File: config.mk
export PLATFORM = sky130hd
export DESIGN_NAME = label_gen
export DESIGN_NICKNAME = d
export VERILOG_FILES = /design/src/logic/garble_pkg.sv /design/src/logic/label_gen.sv
export SDC_FILE = /design/constraint.sdc
export NUM_CORES = 1
export LEC_CHECK = 0
export ABC_CLOCK_PERIOD_IN_PS = 1200
export BUFFER_PORTS_ARGS = -buffer_cell sky130_fd_sc_hd__buf_2
export CORE_MARGIN = 5
export CORE_UTILIZATION = 40
export CTS_BUF_LIST = sky130_fd_sc_hd__clkbuf_8 sky130_fd_sc_hd__clkbuf_16
export CTS_CLUSTER_SIZE = 30
export DETAILED_ROUTE_END_ITERATION = 10
export PLACE_DENSITY_LB_ADDON = 0.2
export SLEW_MARGIN = 15
export SYNTH_ARGS = -nofsm -noshare
export SYNTH_HDL_FRONTEND = slang
export SYNTH_SLANG_ARGS = --single-unit
File: constraint.sdc
create_clock -name clk -period 1.2 [get_ports clk]
set_clock_uncertainty 0.2 [all_clocks]
set_input_delay 0.24 -clock clk [delete_from_list [all_inputs] [get_ports clk]]
set_output_delay 0.24 -clock clk [all_outputs]
set_load 0.01 [all_outputs]
File: src/logic/garble_pkg.sv
/*
 * Label and output stream definitions of the free-XOR garbler.
 * Holds the label width, the LFSR constants, the output word tags
 * and the garbler FSM states.
 */
`default_nettype none

package garble_pkg;

	localparam int LABEL_W = 32;

	typedef logic [LABEL_W-1:0] label_t;

	localparam label_t LABEL_SEED = 32'h1;
	localparam label_t LABEL_TAPS = 32'h8020_0003; // Galois feedback mask

	// Tag of the output word, nonzero when the word is valid
	typedef enum logic [2:0] {
		TAG_NONE  = 3'b000,
		TAG_R     = 3'b001,
		TAG_INPUT = 3'b101,
		TAG_MASK  = 3'b011
	} tag_e;

	typedef enum logic [2:0] {
		IDLE,
		SEND_R,
		INPUT_LABELS,
		GARBLE,
		DRAIN,
		MASK
	} garble_state_e;

endpackage

`default_nettype wire

File: src/logic/label_gen.sv
/*
 * Fresh label source. A Galois LFSR steps once per enable and the new
 * state is the label, visible in the cycle after the enable.
 * Only rst reseeds it, so labels keep running across netlists.
 */
`timescale 1ns/1ps
`default_nettype none

module label_gen
	import garble_pkg::*;
(
	input  logic   clk,
	input  logic   rst,
	input  logic   label_en,
	output label_t label
);

	label_t next_label;

	// Shift right, fold in the taps when a one drops out
	assign next_label = {1'b0, label[LABEL_W-1:1]} ^ (label[0] ? LABEL_TAPS : '0);

	always_ff @(posedge clk or posedge rst) begin
		if (rst)
			label <= LABEL_SEED;
		else if (label_en)
			label <= next_label;
	end

endmodule

`default_nettype wire

# After elaboration in Yosys (flattened, before gate mapping)
# Index checks and enable logic that the tools add are counted.
[word_totals]
word_cells = 3
out_inout_bits = 32
inputBits = 3
regBits = 32
[classes]
muxes = 1
n_bitwise = 1
[ops]
columns = ["operator", "n"]
rows = [
  ["two-way mux 32 bit", 1],
  ["bitwise XOR 31 x 32 -> 32 bit", 1],
]

# Depth between registers and ports, before layout
[logic_depth]
depth_word = 2
ltp_mapped = 4
depth_no_buf = 2

# Least setup slack after synthesis
# OpenSTA, ideal clock, no wires.
[synth_path]
kind = "reg2out"
start = "register label[0]"
end = "output label[0]"
path_stages_with_launch = 2
slack_ns = 0.079
arrival_time_ns = 0.681
path_cell_list = "dfstp_2 buf_4"
[synth_lines]
columns = ["element", "line", "rtl"]
rows = [
  ["start, declared", "label_gen.sv:15", "output label_t label"],
  ["start signal, assigned", "label_gen.sv:27", "label <= next_label;"],
]
# No word-level cell between the ends.

# Final worst setup path
[layout_path]
start = "register label[0]"
end = "output label[0]"
# No word-level cell between the ends.

==> results.toml <==
[status]
status = "complete, but fails checks"
violations = "setup timing"

[placement]
post-place-ws_ns = -0.0406
dp.cells = 156
hpwl_um = 1580
numPortBuffers = 34
gp_congestion = 0.745
post_dp_cell_area_um2 = 1570

[global_route]
grt_pass1_vias = 891
overflow = 0
grt_max_degree = 33
antenna_found_initial = 0
grt_pass1_wl_um = 4080
gr-usage-all-layers_pct = 10.7

[timing]
finalCritPeriodShare_pct = 113
rsz0062_at_grt = "yes"
max_freq_ghz = 0.736
finalSetupViolCount = 35
max_slew_margin_pct = 88.4
fin_ws_ns = -0.159
slew_violations = 0
period_minus_slack_ns = 1.36
tightest_slew_ns = 0.174
holdWs_ns = 0.114
hold_violations = 0

[drt]
firstDrtPassIters = 2
ant_nets = 0
via_count = 864
remaining_drc_errors = 0
routed_wl_um = 2680
wire_per_inst_um = 13.3
initialDrtViolationCount = 32
viasPerCell = 4.30

[die]
dieArea_um2 = 5230
die_h_um = 72.3
ios = 35
chipWidth_um = 72.3
num_rows = 22
initial_utilization_pct = 41.8
core_um2 = 3720

[logic_synthesis]
ys_ff_latch = 32
synth_common_cells = "dfrtp_1, buf_4, mux2_4"
synth.distinct_cells = 12
yosysWarningCount = 0
synth.avg_cell_area_um2 = 15.1
synth_top_cell_area_share_pct = 49.9
yosysSeqAreaShare_pct = 51.6
yosysMostFrequentCell = "dfrtp_1"
async_reset_ff_share_pct = 100
syn_area_um2 = 1550
synth_area_leader_cell = "dfrtp_1"
syn_inst = 103
synth-main-ff-cell = "dfrtp_1"
ys_top_cells_by_area = "dfrtp_1, mux2_4, buf_4"
synth-edff-count = 0
synth_fp_nets = 106

[pwr]
vdd_ir_drop_max_v = 0.00121
p_seq_share_pct = 32.8
power.density_nw_per_um2 = 2950
switching_share_pct = 29.6
p_int_mw = 4.22
p_leak_nw = 1.03
power_frac_clock_pct = 14.6
power.switching_mw = 1.77
combinationalPowerShare_pct = 52.6

[worst_setup_path]
crit_required_ns = 0.76
cp_cell_sequence = "buf_6"
worstRegToRegCells = 3
rr_startpoint = "label[0]"
cp-startpoint = "label[0]"
reg2reg_slack_ns = -0.01
cp_max_fo = 2
crit_family = "flip-flops"
crit_path_end_kind = "output port"
slowest_delay_ns = 0.54
cp_slowest_cell = "dfstp_2"
critical_path_cell_count = 1
cp.arrival_ns = 0.92
critPathBufInv = 1
startpoint_type = "register"
critical_path_class = "register to output port"
r2r_end = "label[31]"

[clocking]
htreeDepth = 2
clockBufferDepth = 2
clock_latency_ns = 0.28
cts_tree = "yes"
path_clk_slew_ns = 0.06
cts_buffers = 5
cts-root-buf = "clkbuf_8"
cts_num_sinks = 32

[cells_and_area]
drive_gt1_share_pct = 73.2
num_antenna_cells = 0
regMostFlops = "label"
largest_reg_flops = 32
area_delta_synth_final_pct = 30.6
reg.largest.list = "label (32)"
final_cells = 201
post-route-cell-area_um2 = 2030
nNetsFinal = 156

[run]
max_cap_violations = 0

[worst_hold_path]
min_path_cells = 2
min_to = "label[10]"
hold_start = "label_en"
min_path_type = "primary input to register"
per-layer routing:
layer,share of wire [%],global-route usage [%],up-vias
met3,7.4,5.96,6
met1,42,11.8,428
li1,-,-,406
met4,1.5,4.38,0
met2,49,16.9,24
met5,0,0,-
worst max-delay path by stage:
stage | end | slack [ns]
2_1_floorplan | label[10] | 0.07
3_3_place_gp | label[8] | -0.03
4_1_cts | label[0] | -0.17
6_report | label[0] | -0.16
3_5_place_dp | label[8] | -0.04
5_1_grt | label[0] | -0.20
what timing repair did:
| action | 4_1_cts | 5_1_grt |
|---|---|---|
| hold buffers | 1 | 0 |
| gates resized for setup | 1 | 16 |
| setup buffers | 27 | 10 |
| endpoints found under the hold margin | 31 | 0 |
| setup endpoints to repair | 32 | 35 |
power groups by stage:
| stage | Sequential (mW) | Clock [mW] | Combinational, mW |
|---|---|---|---|
| after floorplan | 2.03 | 0 | 1.85 |
| after global placement | 2.11 | 0 | 1.83 |
| after detailed placement | 2.13 | 0 | 1.84 |
| after CTS | 1.95 | 0.891 | 2.71 |
| after global routing | 2.05 | 0.948 | 3.37 |
| final | 1.96 | 0.873 | 3.15 |
stage by stage:
step	total power, mW	utilization (%)	TNS [ns]
detailed placement	3.97	42.3	-0.356
global route	6.37	54.6	-2.81
global placement	3.93	42.3	-0.107
floorplan	3.88	-	0
finish	5.99	54.6	-1.39
CTS	5.54	50.8	-1.74
cells by family (layout without fill, tap and decap cells):
family / count (synthesis) / count (layout) / share of synthesized area (%)
flip-flops: 32 / 32 / 51.6
buffers and inverters: 34 / 84 / 18.3
XOR/XNOR: 3 / 3 / 1.69
AND/OR/NAND/NOR: 3 / 3 / 0.725
AO/OA/AOI/OAI: 2 / 2 / 0.644
multiplexers: 29 / 29 / 27.1
area by class of cell:
| class | count | area, um^2 |
|---|---|---|
| Multi-Input combinational cell | 37 | 472 |
| Sequential cell | 32 | 802 |
| Tap cell | 48 | 60.1 |
| Inverter | 1 | 3.75 |
| Fill cell | 351 | 1690 |
| Timing Repair Buffer | 76 | 596 |
| Clock buffer | 7 | 96.3 |
layout by cell type, fill, tap and decap left out, drive strengths merged:
cell,instances
a21oi,2
buf,75
dfrtp,31
dlygate4sd3,1
mux2,29
nor2,2
nand2,1
dfstp,1
clkbuf,7
inv,1
xnor2,3
(Power assumes the default switching activity.)
