<file path="src/logic/netlist_pkg.sv">
/*
 * Netlist word formats shared by the loader, the gate store and the garbler.
 * A netlist is one header word followed by one word per gate, each gate
 * naming its opcode and two lower-numbered input wires.
 */
`default_nettype none

package netlist_pkg;

	localparam int NL_WORD_W  = 32;
	localparam int WIRE_IDX_W = 10;

	typedef logic [WIRE_IDX_W-1:0] wire_idx_t;

	// Free-XOR gate types only
	typedef enum logic [1:0] {
		OP_XOR  = 2'd0,
		OP_XNOR = 2'd1,
		OP_NOT  = 2'd2
	} gate_op_e;

	typedef struct packed {
		gate_op_e  op;
		wire_idx_t in0;
		wire_idx_t in1; // Ignored by NOT
	} gate_rec_t;

	// Header word fields
	localparam int HDR_IN_MSB   = 29;
	localparam int HDR_IN_LSB   = 20;
	localparam int HDR_GATE_MSB = 19;
	localparam int HDR_GATE_LSB = 10;
	localparam int HDR_OUT_MSB  = 9;
	localparam int HDR_OUT_LSB  = 0;

	// Gate word fields, bits 29 to 20 unused
	localparam int GW_OP_MSB  = 31;
	localparam int GW_OP_LSB  = 30;
	localparam int GW_IN0_MSB = 19;
	localparam int GW_IN0_LSB = 10;
	localparam int GW_IN1_MSB = 9;
	localparam int GW_IN1_LSB = 0;

endpackage

`default_nettype wire

</file>
<file path="src/logic/netlist_loader.sv">
/*
 * Takes a netlist after a start pulse: the header on the first valid word,
 * then one gate per valid word. Gate words are unpacked into records and
 * written to the gate store, and loaded pulses with the last record.
 */
`timescale 1ns/1ps
`default_nettype none

module netlist_loader
	import netlist_pkg::*;
(
	input  logic                 clk,
	input  logic                 rst,
	input  logic                 start,
	input  logic                 netlist_valid,
	input  logic [NL_WORD_W-1:0] netlist_in,
	output logic                 hdr_en,
	output logic [NL_WORD_W-1:0] hdr_word,
	output logic                 wr_en,
	output wire_idx_t            wr_addr,
	output gate_rec_t            wr_gate,
	output logic                 loaded
);

	typedef enum logic [1:0] {LD_IDLE, LD_HEADER, LD_GATES} load_state_e;

	load_state_e state;
	wire_idx_t   gate_cnt;
	wire_idx_t   gate_total;
	wire_idx_t   hdr_gates;

	assign hdr_gates = netlist_in[HDR_GATE_MSB:HDR_GATE_LSB];

	always_ff @(posedge clk or posedge rst) begin
		if (rst) begin
			state      <= LD_IDLE;
			gate_cnt   <= '0;
			gate_total <= '0;
			hdr_en     <= 1'b0;
			wr_en      <= 1'b0;
			loaded     <= 1'b0;
		end else begin
			hdr_en <= 1'b0;
			wr_en  <= 1'b0;
			loaded <= 1'b0;
			case (state)
				LD_IDLE: if (start) state <= LD_HEADER; // Start ignored while busy
				LD_HEADER: if (netlist_valid) begin
					hdr_en     <= 1'b1;
					gate_total <= hdr_gates;
					gate_cnt   <= '0;
					if (hdr_gates == '0) begin
						loaded <= 1'b1; // Empty netlist
						state  <= LD_IDLE;
					end else begin
						state <= LD_GATES;
					end
				end
				LD_GATES: if (netlist_valid) begin
					wr_en    <= 1'b1;
					gate_cnt <= gate_cnt + 1'b1;
					if (gate_cnt == gate_total - 1'b1) begin
						loaded <= 1'b1;
						state  <= LD_IDLE;
					end
				end
				default: state <= LD_IDLE;
			endcase
		end
	end

	// Word payload, qualified by hdr_en and wr_en
	always_ff @(posedge clk) begin
		hdr_word    <= netlist_in;
		wr_addr     <= gate_cnt;
		wr_gate.op  <= gate_op_e'(netlist_in[GW_OP_MSB:GW_OP_LSB]);
		wr_gate.in0 <= netlist_in[GW_IN0_MSB:GW_IN0_LSB];
		wr_gate.in1 <= netlist_in[GW_IN1_MSB:GW_IN1_LSB];
	end

endmodule

`default_nettype wire

</file>
<file path="config.mk">
export PLATFORM = sky130hd
export DESIGN_NAME = netlist_loader
export DESIGN_NICKNAME = d
export VERILOG_FILES = /design/src/logic/netlist_pkg.sv /design/src/logic/netlist_loader.sv
export SDC_FILE = /design/constraint.sdc
export NUM_CORES = 1
export LEC_CHECK = 0
export BUFFER_PORTS_ARGS = -buffer_cell sky130_fd_sc_hd__buf_2
export CAP_MARGIN = 15
export CORE_MARGIN = 5
export CORE_UTILIZATION = 48
export DETAILED_ROUTE_END_ITERATION = 16
export PLACE_DENSITY = 0.9
export SLEW_MARGIN = 20
export SYNTH_ARGS = -nofsm -noshare
export SYNTH_HDL_FRONTEND = slang
export SYNTH_SLANG_ARGS = --single-unit
export TNS_END_PERCENT = 30
</file>
<file path="constraint.sdc">
create_clock -name clk -period 2.7 [get_ports clk]
set_input_delay 0.81 -clock clk [delete_from_list [all_inputs] [get_ports clk]]
set_output_delay 0.81 -clock clk [all_outputs]
set_load 0.005 [all_outputs]
</file>
* Yosys cells after proc, flatten, opt, wreduce, memory -nomap -nowiden
Index checks and enable logic that the tools add are counted.
** Word-level totals
- Bits in registers :: 89
- Bits of input ports :: 36
- Output and inout bits :: 67
- Logic and storage cells :: 43
** Operators by class
- $add $sub $neg :: 2
- Equal/unequal tests :: 7
- Mux-type cells :: 17
- Reduce and logical (&&, ||, !) cells :: 6
** Operators with widths (count)
- two-way mux 10 bit :: 2
- one-hot mux 10 bit (2 select lines) :: 1
- adder 10 x 1 -> 10 bit (second input constant) :: 1
- == test 10 bit :: 1
- zero test 10 bit :: 1
- two-way mux 2 bit :: 5
- subtractor 10 x 1 -> 10 bit (second input constant) :: 1
- != test 2 bit (second input constant) :: 4
- two-way mux 1 bit :: 7
- one-hot mux 2 bit (3 select lines) :: 1
- AND reduction 4 bit :: 1
- AND reduction 3 bit :: 1
- == test 2 x 1 -> 1 bit (second input constant) :: 1
- == test 2 bit (second input constant) :: 1
- zero test 2 bit :: 1
- one-hot mux 1 bit (2 select lines) :: 1
- AND reduction 2 bit :: 1
- nonzero test 2 bit :: 1

* Depth between registers and ports, before layout
- Depth after elaboration :: 5
- Gate-level depth with buffers :: 8
- Mapped depth without buffers :: 8

* Least setup slack after synthesis
OpenSTA, ideal clock, no wires.
- Kind :: register to register
- From :: register gate_total[4]
- To :: register loaded
- Library setup time :: 0.120 ns
- Data arrival time :: 2.033 ns
- Data required time :: 2.580 ns
- Path slack :: 0.546 ns
- Stages on the path, launching flop included :: 7
- Buffers on the path :: 0
- Period minus slack after synthesis :: 2.154 ns
- Cells stage by stage :: dfrtp_1 > or4_4 > o311a_1 > a31o_1 > a311oi_2 > nor4b_1 > o211a_1
** Between the ends
- Word-level cells in the longest chain between the ends :: 5
** Ends and longest elaborated chain
- from (decl) :: RTL line netlist_loader.sv:29 : wire_idx_t gate_total;
- from (signal assigned) :: RTL line netlist_loader.sv:50 : gate_total <= hdr_gates;
- subtractor 10 x 1 -> 10 bit :: RTL line netlist_loader.sv:62 : if (gate_cnt == gate_total - 1'b1) begin
- == test 10 bit :: RTL line netlist_loader.sv:62
- two-way mux 1 bit :: RTL line netlist_loader.sv:62
- two-way mux 1 bit :: RTL line netlist_loader.sv:59 : LD_GATES: if (netlist_valid) begin
- one-hot mux 1 bit (2 select lines) :: RTL line netlist_loader.sv:46 : case (state)
- to (signal assigned) :: RTL line netlist_loader.sv:45 : loaded <= 1'b0;
- to (signal assigned) :: RTL line netlist_loader.sv:53 : loaded <= 1'b1;
- to (signal assigned) :: RTL line netlist_loader.sv:63 : loaded <= 1'b1;
- to (decl) :: RTL line netlist_loader.sv:22 : output logic loaded
Every way passes these cells.
A chain may end at the register's enable or synchronous reset.

* Worst setup path after layout
- From :: register gate_total[0]
- To :: register state[1]
** Between the ends
- Word-level cells in the longest chain between the ends :: 4
** Ends and longest elaborated chain
- subtractor 10 x 1 -> 10 bit :: RTL line netlist_loader.sv:62
- == test 10 bit :: RTL line netlist_loader.sv:62
- != test 2 bit (no source line)
- AND reduction 4 bit (no source line)
- to (signal assigned) :: RTL line netlist_loader.sv:56 : state <= LD_GATES;
- to (signal assigned) :: RTL line netlist_loader.sv:64 : state <= LD_IDLE;
- to (signal assigned) :: RTL line netlist_loader.sv:67 : default: state <= LD_IDLE;
- to (decl) :: RTL line netlist_loader.sv:27 : load_state_e state;
Every way passes these cells.

==> impl_results.md <==
- Relative slew margins: 0.622
- Worst path bufs/invs: 1
- RSZ-0062 raised after global routing: false
- PnR worst setup slack: 0.241 ns
- Clk_skew: 0.00559 ns
- Fmax: 407 MHz
- Int Pwr: 1.89 mW
- H-tree levels: 3
- Final hold violations: 0
- Total track usage: 0.160
- DR iter-0 viols: 109
- Crit path kind: flop to flop
- Num CTS Buffers: 9
- Post-DP Area: 0.00302 mm2
- Detail Route Antenna Nets: 0
- Distinct cells, synth: 50
- Ys async rst share: 0.373
- Setup bufs post-CTS: 0
- Biggest area consumer among synthesized cells: dfxtp_1
- Max FO, Critical Path: 6
- Synthesized area: 0.00261 mm2
- Ys Warns: 0
- Post-synth top cells: 42 x dfxtp_1, 25 x dfrtp_1, 22 x buf_4
- Vias in the first global route: 1836
- Most frequent cell after synthesis: dfxtp_1
- Synth Flop Type: dfxtp_1
- Avg Vias per Cell: 4.91
- Cell count after synthesis: 234
- Hold crit path type: flop to flop
- Net Switching: 0.982 mW
- Clk_lat worst skew: 0.33 ns
- Syn Nets: 275
- Die X-Extent: 83.8 um
- Power share of the sequential group: 0.472
- Top cell family by delay on the critical path: simple AND/OR/NAND/NOR gates
- Post-route cell area: 0.00318 mm2
- Sequential fraction of the synthesis area: 0.561
- I/O Buffers: 102
- Hold_buf cts: 0
- Static leakage: 1.55 nW
- CP Capture Type: flop
- Final hold slack: 0.504 ns
- Nets: 362
- Starting density of the core: 0.502
- Residual DRC: 0
- Crit path to: state[1]$_DFFE_PP0P_
- PD cells: 904 mW/mm2
- Placed cells: 380
- Initial antenna violation count: 0
- Power share of the combinational group: 0.295
- CTS tree: done
- Reg-to-Reg End: state[1]$_DFFE_PP0P_
- Vias: 1945
- Core Region: 0.00520 mm2
- Critical Path Stages: 8
- Io pins: 103
- Design Power: 2.88 mW
- First-pass GRT wire length: 9080 um
- Reg2Reg Setup Slack: 0.24 ns
- Drt total wl: 5410 um
- Die area: 0.00702 mm2
- Global placement routability congestion: 0.907
- Share of cells above drive strength 1: 0.402
- Post-CTS Resized: 0
- Post-Syn Area per Cell: 11.2 um2
- Detail Placement HPWL: 4240 um
- Largest net degree at the start of global routing: 26
- Setup_tns: 0 ns
- CTS Sinks: 67
- Standard-cell rows: 26
- Worst Path Arrival: 2.73 ns
- Routed length per instance: 13.7 um
- Area delta synth->final: 21.8%
- Outcome: completed
- Worst-Margin Slew: 0.566 ns
- Max-capacitance violation count: 0
- Final Cycle Share: 0.911
- Max rail drop VDD: 401 uV
- Final std cells w/o fill: 396
- Slowest cell on the critical path: or4_1
- Clock slew at the register clock pins of the worst setup and hold paths: 0.07 ns
- Ant. Diodes: 0
- Crit path largest cell delay: 0.56 ns
- Synth top area share: 0.322
- Setup-failing EPs final: 0
- Reg2reg start: gate_total[0]$_DFFE_PP0P_
- Clock Power Share: 0.233
- Pre-antenna DRT Iters: 4
- Number of synthesized flops with an enable pin: 0
- Tmin final: 2.46 ns
- Die Y: 83.8 um
- Longest Clk Path Bufs: 2
- Overflow after GRT: 0
- Top cells by area, synth: dfxtp_1 32%, dfrtp_1 24%, buf_4 6.3%
- Switch share: 0.341
- Slew Limit Fails: 0
- Critical path origin: gate_total[0]$_DFFE_PP0P_
- CP Data Required Time: 2.97 ns
- Post-layout util: 0.611
- R2R cell count: 8
- #FFs+latches synth: 67
- Critical path cell sequence: inv_1 -> ha_1 -> nor2b_1 -> a21oi_1 -> a2111oi_1 -> o211ai_1 -> or4_1 -> nand3_1
- Setup Slack @ Placement: 0.284 ns
- Worst setup SP type: flop
- Root Buffer: clkbuf_8
[placed cells by master, fill, tap and decap left out, types with 3 or more instances in the layout]
master and instances:
buf_2 102, inv_1 10, dfxtp_1 42, o21ai_0 6, dfrtp_1 25, nand4_1 3
nand3_1 7, mux2_2 8, a21oi_1 5, xnor2_1 4, ha_1 5, nand2_1 15
xor2_1 8, nor3_1 4, nor2_1 18, nor4_1 3, o211ai_1 3, clkinv_2 3
clkbuf_8 9, o22ai_1 3
[cells by family after synthesis]
family	Yosys count	share of synthesized area
multiplexers	9	0.0383
AND/OR/NAND/NOR	71	0.144
flip-flops	67	0.561
AO/OA/AOI/OAI	30	0.0829
XOR/XNOR	14	0.0570
buffers and inverters	38	0.0929
adder cells (fa/ha/maj)	5	0.0239
[flip-flops by register name (all words and copies together), names as in the netlist]
register	flops
loaded	1
wr_en	1
gate_cnt	10
hdr_en	1
gate_total	10
wr_gate	19
wr_addr	10
state	2
hdr_word	13
[metal layers]
metal,up-vias,track usage,share of wire
met5,-,0,0
met4,0,0.0702,0.012
met3,7,0.0543,0.099
met2,104,0.262,0.48
met1,876,0.191,0.41
li1,958,-,-
[power groups by stage]
stage	logic [mW]	registers (mW)	clock network (mW)
after floorplan	0.680	1.32	0
after global placement	0.812	1.36	0
after detailed placement	0.845	1.37	0
after CTS	0.848	1.35	0.695
after global routing	0.951	1.39	0.731
final	0.848	1.36	0.670
[worst min path at each step]
stage                     cells past startpoint                     from  slack [ns]                  to
after floorplan                               0  gate_cnt[2]$_DFFE_PP0P_        0.34  wr_addr[2]$_DFF_P_
after global placement                        0  gate_cnt[7]$_DFFE_PP0P_        0.48  wr_addr[7]$_DFF_P_
after detailed placement                      0  gate_cnt[7]$_DFFE_PP0P_        0.50  wr_addr[7]$_DFF_P_
after CTS                                     0  gate_cnt[7]$_DFFE_PP0P_        0.51  wr_addr[7]$_DFF_P_
after global routing                          0  gate_cnt[7]$_DFFE_PP0P_        0.51  wr_addr[7]$_DFF_P_
final                                         0  gate_cnt[7]$_DFFE_PP0P_        0.50  wr_addr[7]$_DFF_P_
[cell type report]
type                       count  area [um2]
clock inverter                 5        30.0
timing repair buffer         104         526
clock buffer                  11         131
sequential                    67        1470
multi-input combinational    129         903
inverter                      10        37.5
tap                           70        87.6
fill                         438        2020
No activity file was read; power rests on OpenSTA's default activity.
